--- config.mk ---
export PLATFORM = sky130hd
export DESIGN_NAME = alu_shift
export DESIGN_NICKNAME = d
export VERILOG_FILES = /design/src/logic/mips_pkg.sv /design/src/logic/alu_shift.sv
export SDC_FILE = /design/constraint.sdc
export NUM_CORES = 1
export LEC_CHECK = 0
export BUFFER_PORTS_ARGS = -buffer_cell sky130_fd_sc_hd__buf_4
export CORE_ASPECT_RATIO = 0.6
export CORE_UTILIZATION = 54
export DETAILED_ROUTE_END_ITERATION = 7
export PLACE_DENSITY = 0.82
export SLEW_MARGIN = 20
export SYNTH_ARGS = -nofsm -noshare
export SYNTH_HDL_FRONTEND = slang
export SYNTH_SLANG_ARGS = --single-unit
--- constraint.sdc ---
create_clock -name vclk -period 3.6
set_clock_uncertainty 0.2 [all_clocks]
set_input_delay 0.72 -clock vclk [all_inputs]
set_output_delay 0.72 -clock vclk [all_outputs]
set_load 0.05 [all_outputs]
--- src/logic/mips_pkg.sv ---
`default_nettype none

package mips_pkg;

    // primary opcodes of the supported subset
    localparam logic [5:0] op_special = 6'b000000;
    localparam logic [5:0] op_addiu   = 6'b001001;
    localparam logic [5:0] op_lw      = 6'b100011;
    localparam logic [5:0] op_sw      = 6'b101011;

    // funct codes decoded under op_special
    localparam logic [5:0] fn_srl = 6'b000010;
    localparam logic [5:0] fn_jr  = 6'b001000;

    // first fetch address after reset
    localparam logic [31:0] reset_vector = 32'hBFC0_0000;
    // a jump here stops the core
    localparam logic [31:0] halt_target  = 32'h0000_0000;

    // instruction rom geometry, in words
    localparam int iram_words     = 4096;
    localparam int iram_addr_bits = $clog2(iram_words);

    // data memory geometry, in words
    localparam int dram_words     = 1024;
    localparam int dram_addr_bits = $clog2(dram_words);

    // word k of the data preload is (k+1) * step, truncated
    localparam logic [31:0] dram_seed_step = 32'h1357_9BDF;

    // r-type tail of an instruction word
    typedef struct packed {
        logic [4:0] rd;
        logic [4:0] shamt;
        logic [5:0] funct;
    } rtype_t;

    // low half is either the r-type tail or the immediate
    typedef union packed {
        rtype_t      r;
        logic [15:0] imm;
    } instr_low_t;

    // decoded view of a 32-bit instruction word
    typedef struct packed {
        logic [5:0] opcode;
        logic [4:0] rs;
        logic [4:0] rt;
        instr_low_t low;
    } instr_t;

    // one sw event, byte address is word aligned
    typedef struct packed {
        logic [31:0] addr;
        logic [31:0] data;
    } store_t;

    // datapath function select
    typedef enum logic [1:0] {
        alu_addr = 2'd0,
        alu_add  = 2'd1,
        alu_srl  = 2'd2
    } alu_op_t;

endpackage

`default_nettype wire

--- src/logic/alu_shift.sv ---
`timescale 1ns/1ps
`default_nettype none

module alu_shift import mips_pkg::*; (
    input  alu_op_t     alu_op,
    input  instr_t      instr,
    input  logic [31:0] rs_value,
    input  logic [31:0] rt_value,
    output logic [31:0] result
);

    logic [31:0] imm_sext;
    logic [31:0] sum;
    logic [31:0] shifted;

    // sign extend the 16-bit immediate
    assign imm_sext = {{16{instr.low.imm[15]}}, instr.low.imm};

    // base plus offset, shared by lw, sw and addiu
    assign sum = rs_value + imm_sext;

    // logical shift, zeros come in from the top
    assign shifted = rt_value >> instr.low.r.shamt;

    always_comb begin
        case (alu_op)
            // only word access exists so drop the byte offset
            alu_addr: result = {sum[31:2], 2'b00};
            // addiu never traps on overflow
            alu_add:  result = sum;
            alu_srl:  result = shifted;
            default:  result = sum;
        endcase
    end

endmodule

`default_nettype wire

==> results.cfg, run 1 <==
[global_route]
grt_overflow = 922
grt_max_degree = 44
track_usage_pct = 107

[synthesis]
yosys_warnings = 0
synth_area_leaders = mux4_2 (16%), ha_1 (9.9%), a21oi_1 (6.8%), mux2i_1 (6.1%), nand2_1 (4.8%)
synthCells = 510
yosysTopAreaCell = mux4_2
syn_area_um2 = 3920
yosysTopAreaCellShare_pct = 16.1
syn-num-nets = 640
synth_seq_area_share_pct = 0
synth_fa_ha_area_share_pct = 10.4
synth_compound_gate_area_share_pct = 31.1
synth-simple-area-share_pct = 19.5
yosysMostFrequentCell = a21oi_1
synthDistinctLibCells = 61
synth_top_family_by_area = compound AO/OA/AOI/OAI gates
synth_commonest_cells = a21oi_1 (53), nand2_1 (50), nor2_1 (44)
synth_xor_area_share_pct = 3.79
synthMuxAreaShare_pct = 29.5
synth_area_per_cell_um2 = 7.69

[place]
place.gp.congestion = 1.02
dpl.hpwl_um = 13000
dp.cells = 796
numPortBuffers = 114

[outcome]
tool.error = [ERROR GRT-0232] Routing congestion too high. Check the congestion heatmap in the GUI.
status = did not finish
haltStage = 5_1_grt

[timing]
endpoint_type = top-level output
crit_endpoint = result[30]

[cts]
hold_buffers = 0

[die]
initial_core_util_pct = 57.3
num_io_pins = 130
dieWidth_um = 112
die_h_um = 68.0
rows = 23
-- logic make-up after synthesis --
| kind of cell | Yosys count |
|---|---|
| xor gates and xnor gates | 17 |
| AOI/OAI and AO/OA | 185 |
| buffers and inverters | 47 |
| muxes | 68 |
| and+or+nand+nor | 161 |
| adders and majority gates | 32 |
-- metrics by stage --
step | utilization, % | TNS [ps] | hold slack [ps] | setup slack (ps) | area (µm²)
after CTS | 90.5 | -144 | 1650 | -84.1 | 6200
after detailed placement | 85.9 | -2570 | 1650 | -248 | 5880
after global placement | 85.9 | -1530 | 1640 | -179 | 5880
after floorplan | - | -571 | 1600 | -206 | 4210
-- routing by layer --
layer	overflow	global-route usage (%)
met5	5	60.0
met4	233	135
met3	10	76.8
met2	657	150
met1	17	89.7
-- repair_timing --
action                                  in CTS
cloned                                       0
endpoints found under the hold margin        0
pin swaps                                   30
resized for setup                           52
endpoints found under the setup margin      28
setup buffers                                6
==> run 2, diff against run 1 <==
--- a/config.mk
+++ b/config.mk
@@ -6,10 +6,9 @@
 export NUM_CORES = 1
 export LEC_CHECK = 0
 export BUFFER_PORTS_ARGS = -buffer_cell sky130_fd_sc_hd__buf_4
-export CORE_ASPECT_RATIO = 0.6
-export CORE_UTILIZATION = 54
+export CORE_UTILIZATION = 40
 export DETAILED_ROUTE_END_ITERATION = 7
-export PLACE_DENSITY = 0.82
+export PLACE_DENSITY_LB_ADDON = 0.15
 export SLEW_MARGIN = 20
 export SYNTH_ARGS = -nofsm -noshare
 export SYNTH_HDL_FRONTEND = slang
==> run 2 against run 1 <==
The flow now finishes, with violations (negative setup slack). Synthesized cell count unchanged. Area after synthesis unchanged.
==> results.cfg, run 2 <==
[route]
routed_wl_um = 15700
vias_per_cell = 6.00
drtAntennaViolNets = 0
vias = 5099
drc_errors = 0
wl_per_cell_um = 18.4
drt_first_pass_iters = 7
dr.first_iter.drc_count = 299

[final_layout]
clock_buffers = 0
nets = 853
mostFrequentLayoutCell = buf_4
multi_input_comb_area_um2 = 4380
final_util_pct = 71.0
seqCellArea_um2 = 0
design.seq.count = 0
drive_gt1_share_pct = 52.8
filler_cell_count = 755
mostFrequentLayoutCells = buf_4 (206), nand2_1 (45), a21oi_1 (40), nor2_1 (40), buf_6 (33)
syn2layout_area_growth_pct = 69.7
antenna_cells = 0

[synthesis]
synthDistinctLibCells = 61
yosysTopAreaCellShare_pct = 16.1
yosysMostFrequentCell = a21oi_1
syn-num-nets = 640
yosys_warnings = 0
syn_area_um2 = 3920
synth_area_per_cell_um2 = 7.69
synth_seq_area_share_pct = 0
yosysTopAreaCell = mux4_2
synthCells = 510
synth_area_leaders = mux4_2 (16%), ha_1 (9.9%), a21oi_1 (6.8%), mux2i_1 (6.1%), nand2_1 (4.8%)
synth_commonest_cells = a21oi_1 (53), nand2_1 (50), nor2_1 (44)

[outcome]
status = complete, but fails checks
violations = negative setup slack

[timing]
grt_setup_unrepaired = true
setup_viol = 9
slew_viol_final = 0
fin_crit_sh_pct = 102
tightest_slew_ps = 499
relSlewSlack_pct = 66.7
fmaxAchievable_ghz = 0.271
setup_ws_ps = -87.1
period_minus_slack_ps = 3690
hold_viol = 0
holdWs_ps = 1710

[worst_setup_path]
start_kind = primary input
crit_arrival_ps = 2770
path_class = primary input to output port
crit_required_ps = 2680
end_kind = output port
cp_max_fo = 3

[pwr]
swShare_pct = 54.9
p_comb_share_pct = 100.0
power.total_mw = 1.52
p_int_uw = 686
power_frac_seq_pct = 0
ir_drop_mv = 0.208
power_density_nw_per_um2 = 228
pwr-share-clk_pct = 0
p_switching_uw = 834
p_leak_nw = 2.78

[die]
die_h_um = 101
core_area_um2 = 9370
num_io_pins = 130
die_area_um2 = 10200
dieWidth_um = 101
rows = 35
initial_core_util_pct = 41.9

[global_route]
track_usage_pct = 28.2
grt_overflow = 0
grt_first_pass_wirelength_um = 23200
grt_pass1_vias = 4779
grt_max_degree = 44
antenna_found_initial = 0

[place]
numPortBuffers = 114
place.gp.congestion = 0.886
dpl.hpwl_um = 11800

[job]
maxCapViolations = 0

[min_path]
hold_class = primary input to output port
run 2: cell counts after synthesis:
Identical to the previous run, type by type.
run 2: worst paths after layout:
check,startpoint,end,slack [ps],depth (start not counted)
max,rs_value[0],result[24],-90,12
min,alu_op[0],result[0],1710,3
run 2: logic make-up after synthesis:
group | synth area share (%)
compound gates | 31.1
simple gates | 19.5
mux | 29.5
buf+inv | 5.77
fa+ha+maj | 10.4
xor+xnor | 3.79
run 2: area by class of cell:
| class | count | share of cell area (%) |
|---|---|---|
| Timing Repair Buffer | 247 | 31.2 |
| Tap cell | 129 | 2.42 |
| Multi-Input combinational cell | 463 | 65.8 |
| Inverter | 11 | 0.620 |
run 2: critical path: stages:
cell and delay, ps:
buf_6 70, ha_4 130, inv_2 40, fa_2 330, nand2b_4 160, a21oi_4 190
buf_6 130, o21ai_4 60, a211o_1 310, and2_4 170, o211ai_1 210, buf_4 240
run 2: metal layers:
layer,vias up,GRT usage [%],wire (µm)
met5,-,0,0
met4,0,4.46,320
met3,26,1.46,738
met2,198,53.0,8280
met1,2438,36.0,6320
li1,2437,-,-
run 2: per-stage QoR:
step / setup WS, ps / cells / setup TNS (ps) / area [µm²]
CTS: -61.7 / 831 / -163 / 6200
global placement: -201 / 827 / -2140 / 5840
global route: -157 / 850 / -1190 / 6660
detailed placement: -260 / 827 / -2480 / 5840
finish: -87.1 / 850 / -411 / 6660
floorplan: -206 / 510 / -571 / 4210
run 2: power by group through the flow:
stage                     logic, mW  clock network (mW)  registers (mW)
final                          1.52                   0               0
after floorplan               0.848                   0               0
after global placement         1.30                   0               0
after detailed placement       1.32                   0               0
after CTS                      1.40                   0               0
after global routing           1.60                   0               0
run 2: what timing repair did:
| item | 4_1_cts | 5_1_grt |
|---|---|---|
| setup buffers | 3 | 19 |
| resized for setup | 61 | 69 |
| setup endpoints to repair | 21 | 26 |
| hold buffers | 0 | 0 |
| gates cloned | 1 | 1 |
| pin swaps | 24 | 48 |
(Power assumes the default switching activity.)
