`src/logic/mips_pkg.sv`:
```
`default_nettype none

package mips_pkg;

    // primary opcodes of the supported subset
    localparam logic [5:0] op_special = 6'b000000;
    localparam logic [5:0] op_addiu   = 6'b001001;
    localparam logic [5:0] op_lw      = 6'b100011;
    localparam logic [5:0] op_sw      = 6'b101011;

    // funct codes decoded under op_special
    localparam logic [5:0] fn_srl = 6'b000010;
    localparam logic [5:0] fn_jr  = 6'b001000;

    // first fetch address after reset
    localparam logic [31:0] reset_vector = 32'hBFC0_0000;
    // a jump here stops the core
    localparam logic [31:0] halt_target  = 32'h0000_0000;

    // instruction rom geometry, in words
    localparam int iram_words     = 4096;
    localparam int iram_addr_bits = $clog2(iram_words);

    // data memory geometry, in words
    localparam int dram_words     = 1024;
    localparam int dram_addr_bits = $clog2(dram_words);

    // word k of the data preload is (k+1) * step, truncated
    localparam logic [31:0] dram_seed_step = 32'h1357_9BDF;

    // r-type tail of an instruction word
    typedef struct packed {
        logic [4:0] rd;
        logic [4:0] shamt;
        logic [5:0] funct;
    } rtype_t;

    // low half is either the r-type tail or the immediate
    typedef union packed {
        rtype_t      r;
        logic [15:0] imm;
    } instr_low_t;

    // decoded view of a 32-bit instruction word
    typedef struct packed {
        logic [5:0] opcode;
        logic [4:0] rs;
        logic [4:0] rt;
        instr_low_t low;
    } instr_t;

    // one sw event, byte address is word aligned
    typedef struct packed {
        logic [31:0] addr;
        logic [31:0] data;
    } store_t;

    // datapath function select
    typedef enum logic [1:0] {
        alu_addr = 2'd0,
        alu_add  = 2'd1,
        alu_srl  = 2'd2
    } alu_op_t;

endpackage

`default_nettype wire

```
`src/logic/cpu_control.sv`:
```
`timescale 1ns/1ps
`default_nettype none

module cpu_control import mips_pkg::*; (
    input  logic        clk,
    input  logic        rst_n,
    // instruction fetch
    output logic [31:0] instr_address,
    input  logic [31:0] instr_readdata,
    // register file
    output logic [4:0]  ra,
    output logic [4:0]  rb,
    output logic        we,
    output logic [4:0]  wa,
    output logic [31:0] wdata,
    input  logic [31:0] rs_value,
    input  logic [31:0] rt_value,
    // datapath
    output alu_op_t     alu_op,
    output instr_t      instr,
    input  logic [31:0] result,
    // data memory
    input  logic [31:0] mem_rdata,
    output logic        store_valid,
    output store_t      store,
    output logic        halted
);

    // two cycles per instruction
    typedef enum logic {
        st_fetch = 1'b0,
        st_exec  = 1'b1
    } state_t;

    state_t      state;
    logic [31:0] pc;
    // instruction latched in the fetch cycle
    instr_t      ir;

    // jr target waits here while the delay slot runs
    logic        pending_jump;
    logic [31:0] pending_target;

    // decode
    logic        in_exec;
    logic        is_lw;
    logic        is_sw;
    logic        is_addiu;
    logic        is_srl;
    logic        is_jr;

    assign in_exec  = (state == st_exec);
    assign is_lw    = (ir.opcode == op_lw);
    assign is_sw    = (ir.opcode == op_sw);
    assign is_addiu = (ir.opcode == op_addiu);
    assign is_srl   = (ir.opcode == op_special) && (ir.low.r.funct == fn_srl);
    assign is_jr    = (ir.opcode == op_special) && (ir.low.r.funct == fn_jr);

    // anything else falls through as a nop

    assign instr_address = pc;
    assign instr         = ir;

    // operand indexes straight from the latched word
    assign ra = ir.rs;
    assign rb = ir.rt;

    always_comb begin
        if (is_srl) begin
            alu_op = alu_srl;
        end else if (is_addiu) begin
            alu_op = alu_add;
        end else begin
            alu_op = alu_addr;
        end
    end

    // i-type writes back to rt and srl to rd
    assign we    = in_exec && (is_lw || is_addiu || is_srl);
    assign wa    = is_srl ? ir.low.r.rd : ir.rt;
    assign wdata = is_lw ? mem_rdata : result;

    // the memory takes the sw strobe on the same edge
    assign store_valid = in_exec && is_sw;
    assign store.addr  = result;
    assign store.data  = rt_value;

    // instruction register loaded at the end of fetch
    always_ff @(posedge clk) begin
        if (!halted && state == st_fetch) begin
            ir <= instr_readdata;
        end
    end

    // jr target is consumed after the delay slot
    always_ff @(posedge clk) begin
        if (!halted && in_exec && is_jr) begin
            pending_target <= rs_value;
        end
    end

    // sequencing of state, pc and halt
    always_ff @(posedge clk) begin
        if (!rst_n) begin
            state        <= st_fetch;
            pc           <= reset_vector;
            pending_jump <= 1'b0;
            halted       <= 1'b0;
        end else if (!halted) begin
            case (state)
                st_fetch: begin
                    state <= st_exec;
                end
                st_exec: begin
                    state <= st_fetch;
                    // the slot instruction has now retired
                    if (pending_jump) begin
                        pc     <= pending_target;
                        halted <= (pending_target == halt_target);
                    end else begin
                        pc <= pc + 32'd4;
                    end
                    // next fetch is the delay slot at pc+4
                    pending_jump <= is_jr;
                end
            endcase
        end
    end

endmodule

`default_nettype wire

```
`config.mk`:
```
export PLATFORM = sky130hd
export DESIGN_NAME = cpu_control
export DESIGN_NICKNAME = d
export VERILOG_FILES = /design/src/logic/mips_pkg.sv /design/src/logic/cpu_control.sv
export SDC_FILE = /design/constraint.sdc
export NUM_CORES = 1
export LEC_CHECK = 0
export CAP_MARGIN = 25
export CORE_AREA = 2 2 133 135
export CTS_BUF_LIST = sky130_fd_sc_hd__clkbuf_16
export DETAILED_ROUTE_END_ITERATION = 12
export DIE_AREA = 0 0 135 137
export DONT_BUFFER_PORTS = 1
export GPL_TIMING_DRIVEN = 0
export PLACE_DENSITY = 0.5
export SLEW_MARGIN = 30
export SYNTH_ARGS = -nofsm -noshare
export SYNTH_HDL_FRONTEND = slang
export SYNTH_SLANG_ARGS = --single-unit
```
`constraint.sdc`:
```
create_clock -name clk -period 2.18 [get_ports clk]
set_input_delay 0.436 -clock clk [delete_from_list [all_inputs] [get_ports clk]]
set_output_delay 0.436 -clock clk [all_outputs]
set_load 0.01 [all_outputs]
```
==> key figures <==
Synthesis
  • Library cells used by synthesis: between 50 and 60
  • Post-synthesis sequential area ratio: 0.498
  • Synth Register Bits: between 90 and 100
  • EDFF count, synth: 64
  • Fraction of registers with async set/reset: 0
  • Top FF cell, synth: edfxtp_1
  • Syn nets: 649
  • Gate Count Post-Synth: 486
  • Syn Std Cell Area: around 0.0053 mm2
  • Synthesized area per cell: ~11 um2
  • Yosys warns: 0

Route
  • DR DRC count: 0
  • Via-per-instance ratio: roughly 5.6
  • Final WL: about 20000 um
  • WL per Instance: around 27 um
  • Vias: just over 4000
  • DRT iter0 DRCs: slightly below 400
  • Post-route ant nets: 0
  • 1st-pass router iterations: 5

Final layout
  • Sequential cell area: around 0.0026 mm2
  • Inserted Diodes: 0
  • Layout net count: slightly below 700
  • Multi-input logic area: between 0.002 and 0.0025 mm2
  • Area Growth Syn to Fin: 19.0%
  • Post-route insts no fill: 742
  • Layout cell share with drive strength beyond 1: 0.356
  • # fillers: roughly 1700

GRT
  • Overall routing resource usage: 0.210
  • Initial antenna violation count: 0
  • GRT Residual Overflow: 0
  • M1 GR Usage: 0.265
  • First-pass GRT wire length: 27700 um
  • Largest net degree at the start of global routing: 34
  • M3 GR Usage: 0.133
  • Top Usage Layer GRT: met2
  • GR Util met2: 0.307
  • Vias in the first global route: 3978

Critical path
  • Setup crit end kind: output pin
  • Max stage delay on crit path: 550 ps
  • Crit path DAT: roughly 2100 ps
  • Worst path cell trace: nor4_2, and3_4, nand3b_1, buf_6, mux2_2
  • FF-to-FF End: pending_target[12]$_DFFE_PP_
  • Critical Path Start Type: register
  • R2R setup slack: 0 ps
  • CP Launch Point: instr[26]$_DFFE_PP_
  • RR Startpoint: instr[26]$_DFFE_PP_
  • Required @ worst endpoint: between 1500 and 2000 ps
  • Crit path to: wa[4]
  • Reg2reg path depth: 4
  • Critical-path top delay cell: edfxtp_1
  • Kind of critical path: reg -> out
  • Crit-path max FO: 6

Die
  • # IOs: between 300 and 400
  • Initial Utilization: 0.309
  • Die Y: approximately 140 um
  • Die area: 0.0185 mm2
  • Core area: between 0.015 and 0.02 mm2
  • Row cnt: 48
  • Die span in x: approximately 140 um

Timing
  • Max-slew violation count: 0
  • Min cycle time layout: about 2500 ps
  • Setup TNS: -8440 ps
  • Worst Skew: 10.7 ps
  • Final worst-path setup slack: -327 ps
  • Achievable frequency: between 300 and 400 MHz
  • Worst-margin pin slew: slightly above 700 ps
  • RSZ-0062 raised after global routing: true
  • Final Hold Viols: 0
  • Slew HR: 0.528
  • WHS: between 150 and 200 ps
  • Fin crit share: 1.15
  • Final setup fails: 39

Clocking
  • CTS clock-pin slew for the worst setup and hold paths: approximately 70 ps
  • CTS tree: done
  • CTS Root Cell: clkbuf_16
  • Clock buffer depth: 2
  • Hold_buf cts: 0
  • Clk sinks: 99
  • Htree depth: 3
  • Clock latency on the worst-skew pair: roughly 340 ps
  • Cts bufs inserted: 9

Status
  • Failing checks: negative setup slack
  • Status: complete, but fails checks

Hold path
  • Tightest Hold Check Type: in -> reg
  • WHS Path Cells: 0

Power
  • P_leak: approximately 2.4 nW
  • Pwr/cell area: 678 mW/mm2
  • Peak supply drop: around 0.47 mV

Flow run
  • Max-cap viol count: 0

Place
  • Gpl congestion: about 1.0
  • DP HPWL: between 15000 and 20000 um
  • Dpl cells: 712
  • Port bufs: 0
==> cells in the mapped netlist, drive strengths merged, types with 5 or more instances <==
cell type,n,area [um2]
a21oi,11,55.1
o21ai,13,65.1
and2,5,31.3
clkbuf,21,80.1
nor4,19,164
and3,12,76.3
nand4,16,106
dfxtp,35,701
mux2i,9,90.1
nand3,18,103
mux2,41,462
buf,80,588
inv,5,18.8
edfxtp,64,1920
a31oi,8,50.1
nor2,26,97.6
nand2,35,131
nor3,7,35.0
o221ai,7,67.6
a22oi,10,75.1
==> power by group <==
group | switching [mW] | total, mW | internal, mW | leakage (nW)
Clock | 0.682 | 1.67 | 0.992 | 0.152
Sequential | 0.0918 | 2.15 | 2.06 | 0.895
Combinational | 0.243 | 0.428 | 0.186 | 1.33
Total | 1.02 | 4.25 | 3.24 | 2.38
==> final cells by class <==
type | instances | area share
buffer | 100 | 0.119
clock buffer | 9 | 0.0359
clock inverter | 7 | 0.0134
inverter | 6 | 0.00359
multi-input combinational | 280 | 0.336
sequential | 99 | 0.419
tap | 225 | 0.0449
timing repair buffer | 16 | 0.0277
==> stage by stage <==
stage | total power, mW | setup slack (ps) | util | area [um2]
after detailed placement | 2.59 | -320 | 0.328 | 5590
after global placement | 2.58 | -627 | 0.326 | 5550
after floorplan | 2.45 | 26.1 | - | 5270
after global routing | 4.38 | -407 | 0.368 | 6270
after CTS | 4.28 | -295 | 0.364 | 6210
final | 4.25 | -327 | 0.368 | 6270
==> logic make-up after synthesis <==
logic type / after synthesis / share of synthesized area
mux: 50 / 0.105
fa+ha+maj: 1 / 0.00237
compound gates: 73 / 0.0964
flops: 99 / 0.498
buf+inv: 107 / 0.131
simple gates: 153 / 0.163
xor+xnor: 3 / 0.00499
==> what timing repair did <==
| item | CTS | global route |
|---|---|---|
| cloned | 2 | 1 |
| endpoints found under the setup margin | 95 | 87 |
| buffers inserted | 13 | 1 |
| resized for setup | 47 | 25 |
| hold endpoints to repair | 0 | 0 |
| pin swaps | 5 | 5 |
==> sequential cells by signal, summed over array words and instances, names as in the netlist <==
register,count
halted,1
in_exec,1
instr,22
instr_address,32
pending_jump,1
pending_target,32
ra,5
rb,5
==> worst max-delay path: cells and delay by family (launching register included) <==
| family | cells | cell delay [ps] |
|---|---|---|
| multiplexers | 1 | 330 |
| AND/OR/NAND/NOR | 3 | 680 |
| buffers and inverters | 1 | 170 |
| flip-flops | 1 | 550 |
==> cell usage in the layout (no fill, tap or decap), types with 4 or more instances in the layout <==
cell type and count:
clkbuf_2 8, dfxtp_2 4, buf_4 83, a22oi_1 10
mux2i_1 9, clkbuf_1 8, a31oi_1 7, inv_1 4
nor2_1 24, buf_6 6, nand3_1 16, nor4_4 5
dfxtp_1 31, nor3_1 7, mux2_2 23, nand4_1 15
clkbuf_16 12, and2_1 5, mux2_4 18, o221ai_1 6
a21oi_1 11, and3_1 10, edfxtp_1 64, o21ai_0 10
nand2_1 35, nor4_1 13
==> routing by layer <==
layer | vias up | routed length, um
met1 | 2041 | 8380
met3 | 10 | 3120
met4 | 0 | 136
met5 | - | 0
li1 | 1800 | -
met2 | 279 | 8470
==> how the worst min path moves through the flow <==
stage	startpoint	end	slack (ps)
detailed placement	instr_address[0]$_SDFFE_PN0P_	instr_address[0]$_SDFFE_PN0P_	510
CTS	instr_readdata[22]	ra[1]$_DFFE_PP_	170
global placement	instr_address[0]$_SDFFE_PN0P_	instr_address[0]$_SDFFE_PN0P_	520
floorplan	instr_address[0]$_SDFFE_PN0P_	instr_address[0]$_SDFFE_PN0P_	480
finish	instr_readdata[22]	ra[1]$_DFFE_PP_	180
global route	rs_value[6]	pending_target[6]$_DFFE_PP_	170
Note: power is estimated with default switching activity, not from simulation.
